## config.mk

```make
export PLATFORM = sky130hd
export DESIGN_NAME = pitaya_analog_top
export DESIGN_NICKNAME = d
export VERILOG_FILES = /design/src/hdl/pitaya_pkg.sv /design/src/hdl/sys_bus_decoder.sv /design/src/hdl/housekeeping_regs.sv /design/src/hdl/adc_front_end.sv /design/src/hdl/dac_mixer.sv /design/src/hdl/pitaya_analog_top.sv
export SDC_FILE = /design/constraint.sdc
export NUM_CORES = 1
export LEC_CHECK = 0
export ABC_AREA = 1
export BUFFER_PORTS_ARGS = -buffer_cell sky130_fd_sc_hd__buf_2
export CORE_MARGIN = 5
export CORE_UTILIZATION = 46
export CTS_BUF_LIST = sky130_fd_sc_hd__clkbuf_8 sky130_fd_sc_hd__clkbuf_16
export DETAILED_ROUTE_END_ITERATION = 12
export GPL_TIMING_DRIVEN = 0
export PLACE_DENSITY = 0.77
export SETUP_SLACK_MARGIN = 0.3
export SYNTH_ARGS = -nofsm -noshare
export SYNTH_HDL_FRONTEND = slang
export SYNTH_SLANG_ARGS = --single-unit
```

## constraint.sdc

```tcl
create_clock -name adc_clk -period 2.5 [get_ports adc_clk]
set_clock_uncertainty 0.05 [all_clocks]
set_input_delay 0.5 -clock adc_clk [delete_from_list [all_inputs] [get_ports adc_clk]]
set_output_delay 0.5 -clock adc_clk [all_outputs]
set_load 0.005 [all_outputs]
```

## src/hdl/pitaya_pkg.sv

```systemverilog
//////////////////////////////////////////////////////////////////////
// analog path shared definitions
// widths, bus regions, housekeeping map and sample arithmetic
//////////////////////////////////////////////////////////////////////

package pitaya_pkg;

  localparam int ADC_PIN_W = 16;  // raw ADC pins, two low bits reserved
  localparam int SAMPLE_W  = 14;

  typedef logic signed [SAMPLE_W-1:0] sample_t;    // two's complement
  typedef logic        [SAMPLE_W-1:0] dac_code_t;  // negative slope offset binary
  typedef logic signed [SAMPLE_W:0]   sum_t;       // one guard bit above sample
  typedef logic        [31:0]         bus_addr_t;
  typedef logic        [31:0]         bus_data_t;

  // region field of the system bus address
  localparam int REGION_LSB  = 20;
  localparam int REGION_W    = 3;
  localparam int NUM_REGIONS = 8;

  typedef logic [REGION_W-1:0]   region_t;
  typedef logic [REGION_LSB-1:0] hk_off_t;  // byte offset inside a region

  localparam region_t REGION_HK      = 3'd0;
  localparam region_t REGION_SAMPLES = 3'd1;

  // housekeeping register map
  localparam hk_off_t HK_ID       = 20'h00;
  localparam hk_off_t HK_LED      = 20'h04;
  localparam hk_off_t HK_LEVEL_A  = 20'h10;
  localparam hk_off_t HK_LEVEL_B  = 20'h14;
  localparam hk_off_t HK_OFFSET_A = 20'h18;
  localparam hk_off_t HK_OFFSET_B = 20'h1C;
  localparam hk_off_t HK_SAT      = 20'h20;

  localparam bus_data_t HK_ID_VALUE = 32'h5A17_0E14;

  // clamp a sum back into sample range, clip flags the clamp
  function automatic sample_t saturate(input sum_t s, output logic clip);
    sample_t r;
    clip = s[SAMPLE_W] ^ s[SAMPLE_W-1];  // guard bit disagrees with sign
    if (clip)
      r = {s[SAMPLE_W], {(SAMPLE_W-1){~s[SAMPLE_W]}}};  // full scale, sign kept
    else
      r = s[SAMPLE_W-1:0];
    return r;
  endfunction

  // sign bit stays, magnitude bits flip; works both ways
  function automatic dac_code_t to_dac_code(input sample_t s);
    return {s[SAMPLE_W-1], ~s[SAMPLE_W-2:0]};
  endfunction

endpackage

```

## src/hdl/sys_bus_decoder.sv

```systemverilog
//////////////////////////////////////////////////////////////////////
// system bus decoder
// splits the address space into 8 regions, answers the unused ones
//////////////////////////////////////////////////////////////////////

module sys_bus_decoder (
  input  logic                  adc_clk,
  input  logic                  reset_i,
  input  pitaya_pkg::bus_addr_t sys_addr_i,
  input  logic                  sys_wen_i,
  input  logic                  sys_ren_i,
  input  pitaya_pkg::bus_data_t hk_rdata_i,
  input  logic                  hk_ack_i,
  input  logic                  hk_err_i,
  input  pitaya_pkg::bus_data_t smp_rdata_i,
  input  logic                  smp_ack_i,
  input  logic                  smp_err_i,
  output logic                  hk_wen_o,
  output logic                  hk_ren_o,
  output logic                  smp_wen_o,
  output logic                  smp_ren_o,
  output pitaya_pkg::bus_data_t sys_rdata_o,
  output logic                  sys_ack_o,
  output logic                  sys_err_o
);

  pitaya_pkg::region_t                region;
  pitaya_pkg::region_t                region_q;    // region of the access in flight
  logic [pitaya_pkg::NUM_REGIONS-1:0] cs;          // one-hot chip select
  logic                               strobe;
  logic                               dflt_ack_q;  // own answer for unused regions

  assign region = sys_addr_i[pitaya_pkg::REGION_LSB +: pitaya_pkg::REGION_W];
  assign strobe = sys_wen_i | sys_ren_i;

  always_comb
  begin
    cs         = '0;
    cs[region] = 1'b1;
  end

  // strobe routing
  assign hk_wen_o  = sys_wen_i & cs[pitaya_pkg::REGION_HK];
  assign hk_ren_o  = sys_ren_i & cs[pitaya_pkg::REGION_HK];
  assign smp_wen_o = sys_wen_i & cs[pitaya_pkg::REGION_SAMPLES];
  assign smp_ren_o = sys_ren_i & cs[pitaya_pkg::REGION_SAMPLES];

  always_ff @(posedge adc_clk)
  begin
    if (reset_i)
    begin
      region_q   <= '0;
      dflt_ack_q <= 1'b0;
    end
    else
    begin
      if (strobe)
        region_q <= region;  // held until the next access
      dflt_ack_q <= strobe & ~(cs[pitaya_pkg::REGION_HK] | cs[pitaya_pkg::REGION_SAMPLES]);
    end
  end

  ////////////////////////////////////////////////////////////////////
  // return path
  ////////////////////////////////////////////////////////////////////

  always_comb
  begin
    sys_rdata_o = '0;          // unused regions read zero
    sys_ack_o   = dflt_ack_q;
    sys_err_o   = 1'b0;
    if (region_q == pitaya_pkg::REGION_HK)
    begin
      sys_rdata_o = hk_rdata_i;
      sys_ack_o   = hk_ack_i;
      sys_err_o   = hk_err_i;
    end
    else if (region_q == pitaya_pkg::REGION_SAMPLES)
    begin
      sys_rdata_o = smp_rdata_i;
      sys_ack_o   = smp_ack_i;
      sys_err_o   = smp_err_i;
    end
  end

  // slaves and own answer never collide
  a_single_ack: assert property (@(posedge adc_clk) disable iff (reset_i)
    $onehot0({hk_ack_i, smp_ack_i, dflt_ack_q}));

endmodule

```

## src/hdl/housekeeping_regs.sv

```systemverilog
//////////////////////////////////////////////////////////////////////
// housekeeping register block, region 0
// LEDs, mixer levels and offsets, sticky saturation flags
//////////////////////////////////////////////////////////////////////

module housekeeping_regs #(
  parameter int NUM_LEDS = 8  // up to 32
) (
  input  logic                  adc_clk,
  input  logic                  reset_i,
  input  pitaya_pkg::bus_addr_t addr_i,
  input  pitaya_pkg::bus_data_t wdata_i,
  input  logic                  wen_i,
  input  logic                  ren_i,
  input  logic                  sat_a_i,     // clip pulse, channel A
  input  logic                  sat_b_i,
  output pitaya_pkg::bus_data_t rdata_o,
  output logic                  ack_o,
  output logic                  err_o,
  output logic [NUM_LEDS-1:0]   led_o,
  output pitaya_pkg::sample_t   level_a_o,
  output pitaya_pkg::sample_t   level_b_o,
  output pitaya_pkg::sample_t   offset_a_o,
  output pitaya_pkg::sample_t   offset_b_o
);

  localparam int SW = pitaya_pkg::SAMPLE_W;

  pitaya_pkg::hk_off_t   off;
  pitaya_pkg::bus_data_t rd_mux;
  logic                  known;    // offset hits a register
  logic                  sat_clr;  // any write to HK_SAT
  logic [1:0]            sat_q;    // bit 0 channel A, bit 1 channel B

  assign off     = addr_i[pitaya_pkg::REGION_LSB-1:0];
  assign sat_clr = wen_i && (off == pitaya_pkg::HK_SAT);

  // read mux, narrow fields zero extended
  always_comb
  begin
    rd_mux = '0;
    known  = 1'b1;
    case (off)
      pitaya_pkg::HK_ID:       rd_mux                = pitaya_pkg::HK_ID_VALUE;
      pitaya_pkg::HK_LED:      rd_mux[NUM_LEDS-1:0]  = led_o;
      pitaya_pkg::HK_LEVEL_A:  rd_mux[SW-1:0]        = level_a_o;
      pitaya_pkg::HK_LEVEL_B:  rd_mux[SW-1:0]        = level_b_o;
      pitaya_pkg::HK_OFFSET_A: rd_mux[SW-1:0]        = offset_a_o;
      pitaya_pkg::HK_OFFSET_B: rd_mux[SW-1:0]        = offset_b_o;
      pitaya_pkg::HK_SAT:      rd_mux[1:0]           = sat_q;
      default:                 known                 = 1'b0;
    endcase
  end

  always_ff @(posedge adc_clk)
  begin
    if (reset_i)
    begin
      led_o      <= '0;
      level_a_o  <= '0;
      level_b_o  <= '0;
      offset_a_o <= '0;
      offset_b_o <= '0;
      sat_q      <= '0;
      ack_o      <= 1'b0;
      err_o      <= 1'b0;
    end
    else
    begin
      if (wen_i)
      begin
        case (off)
          pitaya_pkg::HK_LED:      led_o      <= wdata_i[NUM_LEDS-1:0];
          pitaya_pkg::HK_LEVEL_A:  level_a_o  <= wdata_i[SW-1:0];
          pitaya_pkg::HK_LEVEL_B:  level_b_o  <= wdata_i[SW-1:0];
          pitaya_pkg::HK_OFFSET_A: offset_a_o <= wdata_i[SW-1:0];
          pitaya_pkg::HK_OFFSET_B: offset_b_o <= wdata_i[SW-1:0];
          default: ;  // ID and SAT handled elsewhere
        endcase
      end
      // a clip in the clear cycle wins
      sat_q[0] <= sat_a_i | (sat_q[0] & ~sat_clr);
      sat_q[1] <= sat_b_i | (sat_q[1] & ~sat_clr);
      ack_o    <= wen_i | ren_i;  // always one cycle
      err_o    <= (wen_i | ren_i) & (~known | (wen_i & (off == pitaya_pkg::HK_ID)));
    end
  end

  // read data only, valid with ack
  always_ff @(posedge adc_clk)
  begin
    if (ren_i)
      rdata_o <= rd_mux;
  end

  // read and write strobes never overlap
  a_one_strobe: assert property (@(posedge adc_clk) disable iff (reset_i)
    !(wen_i && ren_i));

endmodule

```

## src/hdl/adc_front_end.sv

```systemverilog
//////////////////////////////////////////////////////////////////////
// ADC front end and region 1 sample window
// captures both channels and turns the ADC code into samples
//////////////////////////////////////////////////////////////////////

module adc_front_end (
  input  logic                               adc_clk,
  input  logic                               reset_i,
  input  logic [pitaya_pkg::ADC_PIN_W-1:0]   adc_dat_a_i,
  input  logic [pitaya_pkg::ADC_PIN_W-1:0]   adc_dat_b_i,
  input  logic                               wen_i,
  input  logic                               ren_i,
  output pitaya_pkg::sample_t                a_sample_o,
  output pitaya_pkg::sample_t                b_sample_o,
  output pitaya_pkg::bus_data_t              rdata_o,
  output logic                               ack_o,
  output logic                               err_o
);

  localparam int SW = pitaya_pkg::SAMPLE_W;

  pitaya_pkg::dac_code_t a_raw;  // top 14 pins, low 2 reserved
  pitaya_pkg::dac_code_t b_raw;

  assign a_raw = adc_dat_a_i[pitaya_pkg::ADC_PIN_W-1 -: SW];
  assign b_raw = adc_dat_b_i[pitaya_pkg::ADC_PIN_W-1 -: SW];

  ////////////////////////////////////////////////////////////////////
  // capture, converted on the way in
  ////////////////////////////////////////////////////////////////////

  always_ff @(posedge adc_clk)
  begin
    if (reset_i)
    begin
      a_sample_o <= '0;
      b_sample_o <= '0;
    end
    else
    begin
      a_sample_o <= pitaya_pkg::to_dac_code(a_raw);  // same flip as the DAC side
      b_sample_o <= pitaya_pkg::to_dac_code(b_raw);
    end
  end

  // read-only window onto the current samples
  always_ff @(posedge adc_clk)
  begin
    if (reset_i)
    begin
      ack_o <= 1'b0;
      err_o <= 1'b0;
    end
    else
    begin
      ack_o <= wen_i | ren_i;
      err_o <= wen_i;  // writes are refused
    end
  end

  always_ff @(posedge adc_clk)
  begin
    if (ren_i)
      rdata_o <= {{(16-SW){b_sample_o[SW-1]}}, b_sample_o,   // B in the upper half
                  {(16-SW){a_sample_o[SW-1]}}, a_sample_o};
  end

endmodule

```

## src/hdl/dac_mixer.sv

```systemverilog
//////////////////////////////////////////////////////////////////////
// DAC channel mixer
// two saturating sum stages, then the registered DAC code
//////////////////////////////////////////////////////////////////////

module dac_mixer (
  input  logic                  adc_clk,
  input  logic                  reset_i,
  input  pitaya_pkg::sample_t   sample_i,    // from the ADC capture
  input  pitaya_pkg::sample_t   level_i,     // stage one addend
  input  pitaya_pkg::sample_t   offset_i,    // stage two addend
  output pitaya_pkg::dac_code_t dac_code_o,
  output logic                  sat_o        // one cycle per clipped sample
);

  pitaya_pkg::sum_t    sum1;
  pitaya_pkg::sum_t    sum2;
  pitaya_pkg::sample_t st1_d;
  pitaya_pkg::sample_t st2_d;
  logic                clip1_d;
  logic                clip2_d;
  pitaya_pkg::sample_t st1_q;    // stage one result
  pitaya_pkg::sample_t st2_q;    // stage two result
  logic                clip1_q;  // stage one clip, travels with st1_q

  always_comb
  begin
    sum1  = pitaya_pkg::sum_t'(sample_i) + pitaya_pkg::sum_t'(level_i);
    st1_d = pitaya_pkg::saturate(sum1, clip1_d);
    sum2  = pitaya_pkg::sum_t'(st1_q) + pitaya_pkg::sum_t'(offset_i);
    st2_d = pitaya_pkg::saturate(sum2, clip2_d);
  end

  ////////////////////////////////////////////////////////////////////
  // pipeline, three samples in flight
  ////////////////////////////////////////////////////////////////////

  always_ff @(posedge adc_clk)
  begin
    if (reset_i)
    begin
      st1_q      <= '0;
      clip1_q    <= 1'b0;
      st2_q      <= '0;
      sat_o      <= 1'b0;
      dac_code_o <= pitaya_pkg::to_dac_code('0);  // mid scale, 0x1FFF
    end
    else
    begin
      st1_q      <= st1_d;
      clip1_q    <= clip1_d;
      st2_q      <= st2_d;
      sat_o      <= clip1_q | clip2_d;  // either stage
      dac_code_o <= pitaya_pkg::to_dac_code(st2_q);
    end
  end

  // flag feeds a sticky register, must stay clean
  a_sat_known: assert property (@(posedge adc_clk) disable iff (reset_i)
    !$isunknown(sat_o));

endmodule

```

## src/hdl/pitaya_analog_top.sv

```systemverilog
//////////////////////////////////////////////////////////////////////
// analog data path top with register bus
//////////////////////////////////////////////////////////////////////

module pitaya_analog_top #(
  parameter int NUM_LEDS = 8
) (
  input  logic                             adc_clk,
  input  logic                             reset_i,
  input  logic [pitaya_pkg::ADC_PIN_W-1:0] adc_dat_a_i,
  input  logic [pitaya_pkg::ADC_PIN_W-1:0] adc_dat_b_i,
  input  pitaya_pkg::bus_addr_t            sys_addr_i,
  input  pitaya_pkg::bus_data_t            sys_wdata_i,
  input  logic                             sys_wen_i,
  input  logic                             sys_ren_i,
  output pitaya_pkg::bus_data_t            sys_rdata_o,
  output logic                             sys_ack_o,
  output logic                             sys_err_o,
  output pitaya_pkg::dac_code_t            dac_dat_a_o,
  output pitaya_pkg::dac_code_t            dac_dat_b_o,
  output logic [NUM_LEDS-1:0]              led_o
);

  // region strobes and returns
  logic                  hk_wen, hk_ren, hk_ack, hk_err;
  logic                  smp_wen, smp_ren, smp_ack, smp_err;
  pitaya_pkg::bus_data_t hk_rdata, smp_rdata;

  // data path
  pitaya_pkg::sample_t   a_sample, b_sample;
  pitaya_pkg::sample_t   level_a, level_b, offset_a, offset_b;
  logic                  sat_a, sat_b;

  sys_bus_decoder decoder_i (
    .adc_clk     (adc_clk),
    .reset_i     (reset_i),
    .sys_addr_i  (sys_addr_i),
    .sys_wen_i   (sys_wen_i),
    .sys_ren_i   (sys_ren_i),
    .hk_rdata_i  (hk_rdata),
    .hk_ack_i    (hk_ack),
    .hk_err_i    (hk_err),
    .smp_rdata_i (smp_rdata),
    .smp_ack_i   (smp_ack),
    .smp_err_i   (smp_err),
    .hk_wen_o    (hk_wen),
    .hk_ren_o    (hk_ren),
    .smp_wen_o   (smp_wen),
    .smp_ren_o   (smp_ren),
    .sys_rdata_o (sys_rdata_o),
    .sys_ack_o   (sys_ack_o),
    .sys_err_o   (sys_err_o)
  );

  housekeeping_regs #(.NUM_LEDS(NUM_LEDS)) hk_i (
    .adc_clk    (adc_clk),
    .reset_i    (reset_i),
    .addr_i     (sys_addr_i),
    .wdata_i    (sys_wdata_i),
    .wen_i      (hk_wen),
    .ren_i      (hk_ren),
    .sat_a_i    (sat_a),
    .sat_b_i    (sat_b),
    .rdata_o    (hk_rdata),
    .ack_o      (hk_ack),
    .err_o      (hk_err),
    .led_o      (led_o),
    .level_a_o  (level_a),
    .level_b_o  (level_b),
    .offset_a_o (offset_a),
    .offset_b_o (offset_b)
  );

  adc_front_end adc_i (
    .adc_clk     (adc_clk),
    .reset_i     (reset_i),
    .adc_dat_a_i (adc_dat_a_i),
    .adc_dat_b_i (adc_dat_b_i),
    .wen_i       (smp_wen),
    .ren_i       (smp_ren),
    .a_sample_o  (a_sample),
    .b_sample_o  (b_sample),
    .rdata_o     (smp_rdata),
    .ack_o       (smp_ack),
    .err_o       (smp_err)
  );

  dac_mixer mixer_a (
    .adc_clk    (adc_clk),
    .reset_i    (reset_i),
    .sample_i   (a_sample),
    .level_i    (level_a),
    .offset_i   (offset_a),
    .dac_code_o (dac_dat_a_o),
    .sat_o      (sat_a)
  );

  dac_mixer mixer_b (
    .adc_clk    (adc_clk),
    .reset_i    (reset_i),
    .sample_i   (b_sample),
    .level_i    (level_b),
    .offset_i   (offset_b),
    .dac_code_o (dac_dat_b_o),
    .sat_o      (sat_b)
  );

endmodule

```

== Word level (Yosys, flattened, before mapping) ==
Index checks and enable logic that the tools add are counted.

* Eq/ne operators: 7
* Reduce and logical (&&, ||, !) cells: 10
* Bitwise gates (word level): 33
* Muxes and demuxes: 17
* $lt $le $gt $ge: 2
* $add $sub $neg: 4

{| class="wikitable"
|+ Operators by type and width
! kind !! number
|-
| 20-bit by 5-bit == test with 1-bit output, second input constant || 4
|-
| 32-bit two-way mux || 2
|-
| 14-bit by 14-bit adder with 15-bit output || 4
|-
| 14-bit two-way mux || 4
|-
| 13-bit inverter || 4
|-
| 6-bit case mux with 6 select lines || 1
|-
| 6-bit case mux with 5 select lines || 1
|-
| 20-bit by 3-bit == test with 1-bit output, second input constant || 1
|-
| 20-bit by 6-bit == test with 1-bit output, second input constant || 1
|-
| 20-bit zero test || 1
|-
| 17-bit two-way mux || 1
|-
| 2-bit case mux with 6 select lines || 1
|-
| 2-bit AND reduction || 5
|-
| 1-bit AND || 9
|-
| 1-bit OR || 9
|-
| 1-bit inverter || 7
|-
| 7-bit OR reduction || 1
|-
| 1-bit two-way mux || 6
|-
| 3-bit by 4-bit less-than comparator with 1-bit output, second input constant || 1
|-
| 1-bit bitwise XOR || 4
|-
| 1-bit demux with 3-bit select || 1
|-
| 3-bit by 1-bit == test with 1-bit output, second input constant || 1
|-
| 3-bit by 1-bit greater-or-equal comparator with 1-bit output, second input constant || 1
|-
| 3-bit zero test || 1
|-
| 1-bit logical AND || 2
|}

* Output and inout port bits: 70
* Register bits: 252
* Input port bits: 100
* Word-level logic and storage cells: 99

== Logic depth before layout (Yosys ltp) ==
Gate-level depths: netlist (run 1).

* Depth in word-level cells: 9
* Depth in mapped cells: 15
* Mapped depth without buffers: 15

== Hierarchy ==
Synthesis (run 1) repeated with hierarchy kept, for this count alone.

* Cells, all modules: 1448
* Area, all modules: 11817.6 um^2

{| class="wikitable"
|+ Modules (own cells, without submodules)
! module !! area each (um^2) !! cells an instance !! sequential area each (um^2) !! times used
|-
| housekeeping_regs || 3737.3 || 439 || 1811.7 || 1
|-
| dac_mixer at mixer_a || 2867.8 || 381 || 880.8 || 1
|-
| dac_mixer at mixer_b || 2718.9 || 378 || 880.8 || 1
|-
| adc_front_end || 1630.3 || 100 || 1441.4 || 1
|-
| sys_bus_decoder || 863.3 || 150 || 80.1 || 1
|}

== Least setup slack after synthesis (run 1) ==
OpenSTA, ideal clock, no wires.

* Path type: input to register
* From: input sys_addr_i[22]
* To: register adc_i.rdata_o[0] (enable)
* Stages on the path: 3
* Data arrival time: 1905 ps
* Path buffers: 0
* Required time: 2037 ps
* Path slack: 132 ps
* Setup time: 413 ps
* Path through: nor2_1 -> nand2_1 -> nor2_1

* Cells in the longest elaborated chain, start to end: 5
* Elaborated cells between the ends (all ways): 6
* Classes of those cells: order compare: 2; mux: 2; bitwise: 1; reduce/logical: 1

{| class="wikitable"
|+ Ends and longest elaborated chain
! item !! RTL line !! text
|-
| start: declaration || pitaya_analog_top.sv:12 || <nowiki>input pitaya_pkg::bus_addr_t sys_addr_i,</nowiki>
|-
| 3-bit by 4-bit less-than comparator with 1-bit output (implied by the code) / 3-bit by 1-bit greater-or-equal comparator with 1-bit output (equally long branches) || sys_bus_decoder.sv:39 || <nowiki>cs[region] = 1'b1;</nowiki>
|-
| 1-bit logical AND (implied by the code) || sys_bus_decoder.sv:39 ||
|-
| 1-bit two-way mux (implied by the code) || sys_bus_decoder.sv:39 ||
|-
| 1-bit demux with 3-bit select (*) || -- ||
|-
| 1-bit AND (*) || sys_bus_decoder.sv:46 || <nowiki>assign smp_ren_o = sys_ren_i & cs[pitaya_pkg::REGION_SAMPLES];</nowiki>
|-
| named net adc_i.ren_i || adc_front_end.sv:12 || <nowiki>input logic ren_i,</nowiki>
|-
| end signal: assignment || adc_front_end.sv:64 || <nowiki>rdata_o <= {{(16-SW){b_sample_o[SW-1]}}, b_sample_o,</nowiki>
|-
| end: declaration || adc_front_end.sv:15 || <nowiki>output pitaya_pkg::bus_data_t rdata_o,</nowiki>
|}

The timed path passes the listed nets; every way through them passes the cells marked *.
A chain may end at the register's enable or synchronous reset.

== Worst setup path in the final report (run 1) ==
* From: register decoder_i.region_q[2]
* To: output sys_rdata_o[13]

* Cells in the longest elaborated chain, start to end: 3
* Elaborated cells between the ends (all ways): 4
* Classes of those cells: eq/ne: 1; mux: 2; reduce/logical: 1

{| class="wikitable"
|+ Ends and longest elaborated chain
! item !! RTL line !! text
|-
| start: declaration || sys_bus_decoder.sv:28 || <nowiki>pitaya_pkg::region_t region_q;</nowiki>
|-
| start signal: assignment || sys_bus_decoder.sv:58 || <nowiki>region_q <= region;</nowiki>
|-
| 3-bit by 1-bit == test with 1-bit output || sys_bus_decoder.sv:78 || <nowiki>else if (region_q == pitaya_pkg::REGION_SAMPLES)</nowiki>
|-
| 32-bit two-way mux || sys_bus_decoder.sv:78 ||
|-
| 32-bit two-way mux (*) || sys_bus_decoder.sv:72 || <nowiki>if (region_q == pitaya_pkg::REGION_HK)</nowiki>
|-
| end: declaration || pitaya_analog_top.sv:16 || <nowiki>output pitaya_pkg::bus_data_t sys_rdata_o,</nowiki>
|}

Mark *: on every way between the ends. The rest lies on a longest branch, timed or not.

==> results of run 1 <==
-- power by group --
part           switching [µW]  internal, µW  leakage, µW  total (µW)
clock network            1450          2090     0.000411        3530
registers                58.1          3930      0.00199        3990
logic                     472           313      0.00388         785
-- final cells by class --
type	count	area share
buffer	45	0.0212
tap	324	0.0289
clock inverter	12	0.00598
inverter	137	0.0370
clock buffer	30	0.0503
multi-input combinational	989	0.425
sequential	233	0.365
timing repair buffer	162	0.0664
-- stage by stage --
stage | instance area (µm²) | hold slack [ps] | instances | worst slack [ps]
final | 14000 | 70.3 | 1932 | 183
after global routing | 14000 | 57.0 | 1932 | 131
after CTS | 13300 | 59.5 | 1915 | 263
after detailed placement | 12400 | 305 | 1866 | 33.2
after global placement | 12400 | 305 | 1866 | 79.4
after floorplan | 11300 | 302 | 1404 | 445
-- cell usage after synthesis (3+ instances only) --
master	count
sky130_fd_sc_hd__a211oi_2	6
sky130_fd_sc_hd__a21oi_1	147
sky130_fd_sc_hd__a21oi_2	7
sky130_fd_sc_hd__a22oi_1	14
sky130_fd_sc_hd__and2_1	9
sky130_fd_sc_hd__buf_1	3
sky130_fd_sc_hd__buf_2	7
sky130_fd_sc_hd__buf_4	4
sky130_fd_sc_hd__buf_6	9
sky130_fd_sc_hd__clkbuf_1	22
sky130_fd_sc_hd__dfxtp_1	190
sky130_fd_sc_hd__edfxtp_1	43
sky130_fd_sc_hd__fa_1	4
sky130_fd_sc_hd__ha_1	56
sky130_fd_sc_hd__inv_1	130
sky130_fd_sc_hd__inv_2	7
sky130_fd_sc_hd__nand2_1	324
sky130_fd_sc_hd__nand2_2	19
sky130_fd_sc_hd__nand3_1	61
sky130_fd_sc_hd__nand3_2	6
sky130_fd_sc_hd__nand3b_1	6
sky130_fd_sc_hd__nand4_1	9
sky130_fd_sc_hd__nor2_1	152
sky130_fd_sc_hd__nor2_2	6
sky130_fd_sc_hd__nor2_4	6
sky130_fd_sc_hd__nor3_1	15
sky130_fd_sc_hd__nor3_2	5
sky130_fd_sc_hd__o2111ai_1	6
sky130_fd_sc_hd__o211ai_1	6
sky130_fd_sc_hd__o21ai_0	61
sky130_fd_sc_hd__o21ai_1	3
sky130_fd_sc_hd__o21bai_1	8
sky130_fd_sc_hd__or2_0	4
sky130_fd_sc_hd__xnor2_1	19
sky130_fd_sc_hd__xor2_1	18
-- cell families after synthesis --
kind of cell               share of synthesized area
adders and majority gates                     0.0694
xor gates and xnor gates                      0.0288
buffers and inverters                         0.0688
DFF                                            0.453
and+or+nand+nor                                0.248
AOI/OAI and AO/OA                              0.133
-- worst register-to-register path, stage by stage, from the launching register on --
cell and delay, ps:
sky130_fd_sc_hd__dfxtp_4 360, sky130_fd_sc_hd__ha_4 180, sky130_fd_sc_hd__fa_2 380, sky130_fd_sc_hd__nand2_2 90, sky130_fd_sc_hd__nand2_2 60, sky130_fd_sc_hd__nand3b_1 100
sky130_fd_sc_hd__nand2_2 80, sky130_fd_sc_hd__nand2_2 100, sky130_fd_sc_hd__nand2_2 50, sky130_fd_sc_hd__nand2_2 90, sky130_fd_sc_hd__nand2_4 70, sky130_fd_sc_hd__nor2_4 130
sky130_fd_sc_hd__inv_2 70, sky130_fd_sc_hd__buf_6 130, sky130_fd_sc_hd__a21oi_2 150
-- worst max path at each step --
stage                                     start                end  slack, ps  cells past startpoint
after global placement                  reset_i  mixer_b.st2_q[11]         80                      4
after detailed placement         sys_addr_i[22]  adc_i.rdata_o[22]         30                      4
final                     decoder_i.region_q[2]    sys_rdata_o[13]        180                      7
after global routing      decoder_i.region_q[2]    sys_rdata_o[13]        130                      7
after floorplan              hk_i.offset_a_o[0]  mixer_a.st2_q[11]        450                     13
after CTS                 decoder_i.region_q[1]    sys_rdata_o[30]        260                      6
-- repair_timing --
action | CTS | global route
setup buffers | 6 | 12
endpoints found under the setup margin | 83 | 85
gates cloned | 1 | 5
pin swaps | 2 | 45
gates resized for setup | 45 | 147
-- per-layer routing --
layer	track usage	wire length (µm)	share of wire	vias to the layer above
met5	0	0	0	-
met2	0.404	16500	0.49	297
met1	0.282	13900	0.41	4666
met4	0.0740	1200	0.036	0
met3	0.0325	1920	0.057	71
li1	-	-	-	4997
==> results.txt, run 1 <==
die area: 0.0277 mm²
clock edge transition at the registers on the reported setup and hold paths: 60 ps
width of the die: 166 µm
core outline area: 0.0242 mm²
wire length after detailed routing: 33.5 mm
floorplan die height: 166 µm
overall power after layout: 8310 µW
most common library cell in the layout ignoring fill and taps: sky130_fd_sc_hd__nand2_1
Arr. time, crit path: 1770 ps
# fillers: 2,148
Top FF cell, synth: sky130_fd_sc_hd__dfxtp_1
count of flip-flops with a built-in enable after synthesis: 43
maximum count of clock buffers along a single path: 3
biggest area consumer among synthesized cells: sky130_fd_sc_hd__dfxtp_1
wire per inst: 17.3 µm
final core utilization: 0.580
Power per Cell Area: 593 mW/mm²
number of instances in the synthesized netlist: 1,404
required time reported for the critical path endpoint: 1950 ps
ordered cell list for the critical path: nor2_4, inv_2, nor2_4, buf_6, nand2_2, o21ai_1, buf_2
worst slew pin tran: 1230 ps
slowest cell on the critical path: sky130_fd_sc_hd__dfxtp_2
vias per std cell: 5.19
Detailed Place HPWL: 25.0 mm
Critical Path Start Type: flip-flop
largest delay contributor family on the critical path: simple AND/OR/NAND/NOR gates
total clock buffers created by CTS: 24
registers with the most flip-flops: adc_i.rdata_o (28), hk_i.rdata_o (15)
shortest clock period the worst path allows after layout: 2320 ps
first-pass GRT wire length: 50.8 mm
most flop-heavy register: adc_i.rdata_o
post-synthesis area per instance: 8.02 µm²
Final setup violation count: 0
max reg flops: 28
worst-path fanout max: 5
maximum number of pins on one net before global-route repair: 29
top cells by area, synth: sky130_fd_sc_hd__dfxtp_1 34%, sky130_fd_sc_hd__edfxtp_1 11%, sky130_fd_sc_hd__nand2_1 11%
Hold EP: adc_i.a_sample_o[0]
instance count along the most critical hold path: 2
antenna fix cells: 0
sequential-to-total area share from yosys stat: 0.453
warning count from the yosys run: 0
Fmax: 432 MHz
RSZ-0062 raised after global routing: yes
multi-input gate area in the final layout: 0.00596 mm²
internal reg-to-reg setup slack: 340 ps
count of maximum capacitance violations: 0
Setup Crit Path Kind: reg -> out
number of antenna violations at the first check in global routing: 0
RR Startpoint: adc_i.b_sample_o[0]
sequential cell area: 0.00512 mm²
vias in the first global route: 9,656
Starting DRT DRC Count: 746
DR pass1 iterations: 8
Post-Syn Area: 0.0113 mm²
critical path buffer and inverter count: 3
total gr overflow: 0
global router's overall resource usage: 0.227
synthesized net count: 1,564
final hold violation count: 0
hold path startpoint: adc_dat_a_i[2]
post-synthesis to final-layout area growth: 24.5%
share of final-layout standard cells stronger than drive strength 1: 0.260
clock tree from TritonCTS: built
worst skew pair latency: 520 ps
ys async rst share: 0
total via count in the routed design: 10,031
longest individual stage delay on the worst path: 340 ps
fin nets: 1,752
routability cong.: 0.974
normalized max-slew margin: 0.178
most prevalent standard cell on the critical path: sky130_fd_sc_hd__nor2_4
Distinct cells, synth: 45
status: finished clean
# port buffers: 138
CTS HTree Levels: 1
worst ir drop on vdd: 0.000497 V
flop and latch count out of synthesis: 233
clock net sink count: 233
setup TNS: 0 ps
Synth top area share: 0.338
residual antenna-violating net count after detailed routing: 0
number of rows in the core area: 57
Clk Tree Root Cell: sky130_fd_sc_hd__clkbuf_16
leakage: 0.00628 µW
final critical-path share of the clock period: 0.927
Post-CTS Hold Buffers: 0
I/O pin count: 170
Reg2Reg Depth: 14
most frequent cells in the layout: 283 x sky130_fd_sc_hd__nand2_1, 177 x sky130_fd_sc_hd__dfxtp_1, 143 x sky130_fd_sc_hd__nor2_1, 142 x sky130_fd_sc_hd__buf_2, 134 x sky130_fd_sc_hd__inv_1
kind of capture point of the worst setup path: primary output
reg-to-reg endpoint: mixer_b.st1_q[0]
path category of the worst min-delay check: in -> reg
count of unresolved DRC violations after routing: 0
Pins Over Slew Limit: 0
initial core utilization: 0.466
No activity file was read; power rests on OpenSTA's default activity.
==> inputs of run 2 (changes only) <==
--- a/config.mk
+++ b/config.mk
@@ -9,7 +9,7 @@
 export BUFFER_PORTS_ARGS = -buffer_cell sky130_fd_sc_hd__buf_2
 export CORE_MARGIN = 5
 export CORE_UTILIZATION = 46
-export CTS_BUF_LIST = sky130_fd_sc_hd__clkbuf_8 sky130_fd_sc_hd__clkbuf_16
+export CTS_BUF_LIST = sky130_fd_sc_hd__clkbuf_4 sky130_fd_sc_hd__clkbuf_8
 export DETAILED_ROUTE_END_ITERATION = 12
 export GPL_TIMING_DRIVEN = 0
 export PLACE_DENSITY = 0.77
==> results.txt, run 2 (synthesis gave the netlist of run 1 again) <==
Setup Crit Path Kind: reg -> out
count of maximum capacitance violations: 0
worst skew pair latency: 530 ps
routability cong.: 0.974
Detailed Place HPWL: 25.0 mm
shortest clock period the worst path allows after layout: 2270 ps
width of the die: 166 µm
registers with the most flip-flops: adc_i.rdata_o (28), hk_i.rdata_o (15)
vias per std cell: 5.22
total gr overflow: 0
CTS HTree Levels: 2
longest individual stage delay on the worst path: 310 ps
max reg flops: 28
floorplan die height: 166 µm
share of final-layout standard cells stronger than drive strength 1: 0.267
uppermost metal layer occupied by signal nets: met4
DR pass1 iterations: 5
total via count in the routed design: 10,203
most prevalent standard cell on the critical path: sky130_fd_sc_hd__buf_2
met2 layer wire length in the routed design: 16.2 mm
RSZ-0062 raised after global routing: yes
clock network fraction of design power: 0.418
I/O pin count: 170
sequential share of power: 0.487
maximum number of pins on one net before global-route repair: 29
final critical-path share of the clock period: 0.910
# port buffers: 138
count of unresolved DRC violations after routing: 0
Fmax: 440 MHz
Setup WS pre-CTS: 33.2 ps
path category of the worst min-delay check: in -> reg
maximum count of clock buffers along a single path: 3
clock edge transition at the registers on the reported setup and hold paths: 60 ps
first-pass GRT wire length: 50.6 mm
status: finished clean
antenna fix cells: 0
Power per Cell Area: 586 mW/mm²
setup TNS: 0 ps
initial core utilization: 0.466
final hold slack: 65.6 ps
Final setup violation count: 0
number of antenna violations at the first check in global routing: 0
slowest cell on the critical path: sky130_fd_sc_hd__dfxtp_1
Critical Path Start Type: flip-flop
required time reported for the critical path endpoint: 1950 ps
overall power after layout: 8200 µW
kind of capture point of the worst setup path: primary output
global router's overall resource usage: 0.227
wire length after detailed routing: 33.3 mm
worst-path fanout max: 7
critical path buffer and inverter count: 3
number of rows in the core area: 57
wire per inst: 17.0 µm
length of routed wiring on met1: 13.9 mm
worst slew pin tran: 1270 ps
largest delay contributor family on the critical path: buffers and inverters
die area: 0.0277 mm²
combinational share of power: 0.095
fin nets: 1,766
post-synthesis to final-layout area growth: 24.3%
clock net sink count: 233
DR WL met3: 1.81 mm
internal power of the cells: 6200 µW
Clk Tree Root Cell: sky130_fd_sc_hd__clkbuf_8
total net switching power: 2000 µW
final core utilization: 0.578
clock tree from TritonCTS: built
most flop-heavy register: adc_i.rdata_o
worst ir drop on vdd: 0.000508 V
vias in the first global route: 9,701
Starting DRT DRC Count: 685
normalized max-slew margin: 0.153
setup ws final: 225 ps
Pins Over Slew Limit: 0
most frequent cells in the layout: 293 x sky130_fd_sc_hd__nand2_1, 175 x sky130_fd_sc_hd__dfxtp_1, 145 x sky130_fd_sc_hd__nor2_1, 145 x sky130_fd_sc_hd__buf_2, 128 x sky130_fd_sc_hd__inv_1
Arr. time, crit path: 1720 ps
final hold violation count: 0
most common library cell in the layout ignoring fill and taps: sky130_fd_sc_hd__nand2_1
switching portion of total power: 0.243
total clock buffers created by CTS: 38
core outline area: 0.0242 mm²
residual antenna-violating net count after detailed routing: 0
leakage: 0.00629 µW
ordered cell list for the critical path: buf_2, nor2_4, buf_6, nand2_4, o21ai_1, buf_2
run 2: layout make-up:
cell class / instances / area, µm²
buffer: 45 / 305
inverter: 137 / 519
clock buffer: 59 / 731
clock inverter: 7 / 61.3
fill: 2166 / 10200
sequential: 233 / 5120
timing repair buffer: 162 / 917
tap: 324 / 405
multi-input combinational: 989 / 5920
run 2: worst paths after layout:
kind | from | slack (ps) | end | cells past startpoint
setup reg to reg | hk_i.offset_b_o[10] | 330 | mixer_b.st2_q[11] | 12
hold / removal | adc_dat_a_i[2] | 70 | adc_i.a_sample_o[0] | 2
hold reg to reg | mixer_a.st2_q[12] | 320 | mixer_a.dac_code_o[12] | 1
setup / recovery | decoder_i.region_q[0] | 230 | sys_rdata_o[13] | 6
run 2: timing repair:
item                       CTS  global route
setup buffers                7            13
resized for setup           39           143
setup endpoints to repair   81            88
pin swaps                    2            40
hold buffers                 0             0
cloned                       1             3
run 2: worst register-to-register path: stages, from the launching register on:
cell                      delay, ps
sky130_fd_sc_hd__dfxtp_1        380
sky130_fd_sc_hd__ha_1           430
sky130_fd_sc_hd__nand2_1        140
sky130_fd_sc_hd__nor2_2         150
sky130_fd_sc_hd__and2_1         150
sky130_fd_sc_hd__nand2_2         80
sky130_fd_sc_hd__nand2_2        100
sky130_fd_sc_hd__nand2_2         60
sky130_fd_sc_hd__nand2_2         90
sky130_fd_sc_hd__nand2_4         70
sky130_fd_sc_hd__buf_6          130
sky130_fd_sc_hd__a21oi_2        100
sky130_fd_sc_hd__nor2_1          60
run 2: metrics by stage:
stage                     instance area (µm²)  std cells
after global placement                  12400       1866
after detailed placement                12400       1866
after CTS                               13300       1940
after floorplan                         11300       1404
final                                   14000       1956
after global routing                    14000       1956
run 2: per-layer routing:
layer / vias up / GRT usage
met5: - / 0
met4: 0 / 0.0943
met3: 88 / 0.0358
met2: 297 / 0.394
met1: 4782 / 0.281
li1: 5036 / -
run 2: power groups by stage:
stage / sequential (µW) / clock (µW) / combinational [µW]
4_1_cts: 3990 / 3500 / 689
3_3_place_gp: 4070 / 0 / 635
2_1_floorplan: 4050 / 0 / 386
5_1_grt: 4000 / 3670 / 852
3_5_place_dp: 4070 / 0 / 642
6_report: 3990 / 3430 / 775
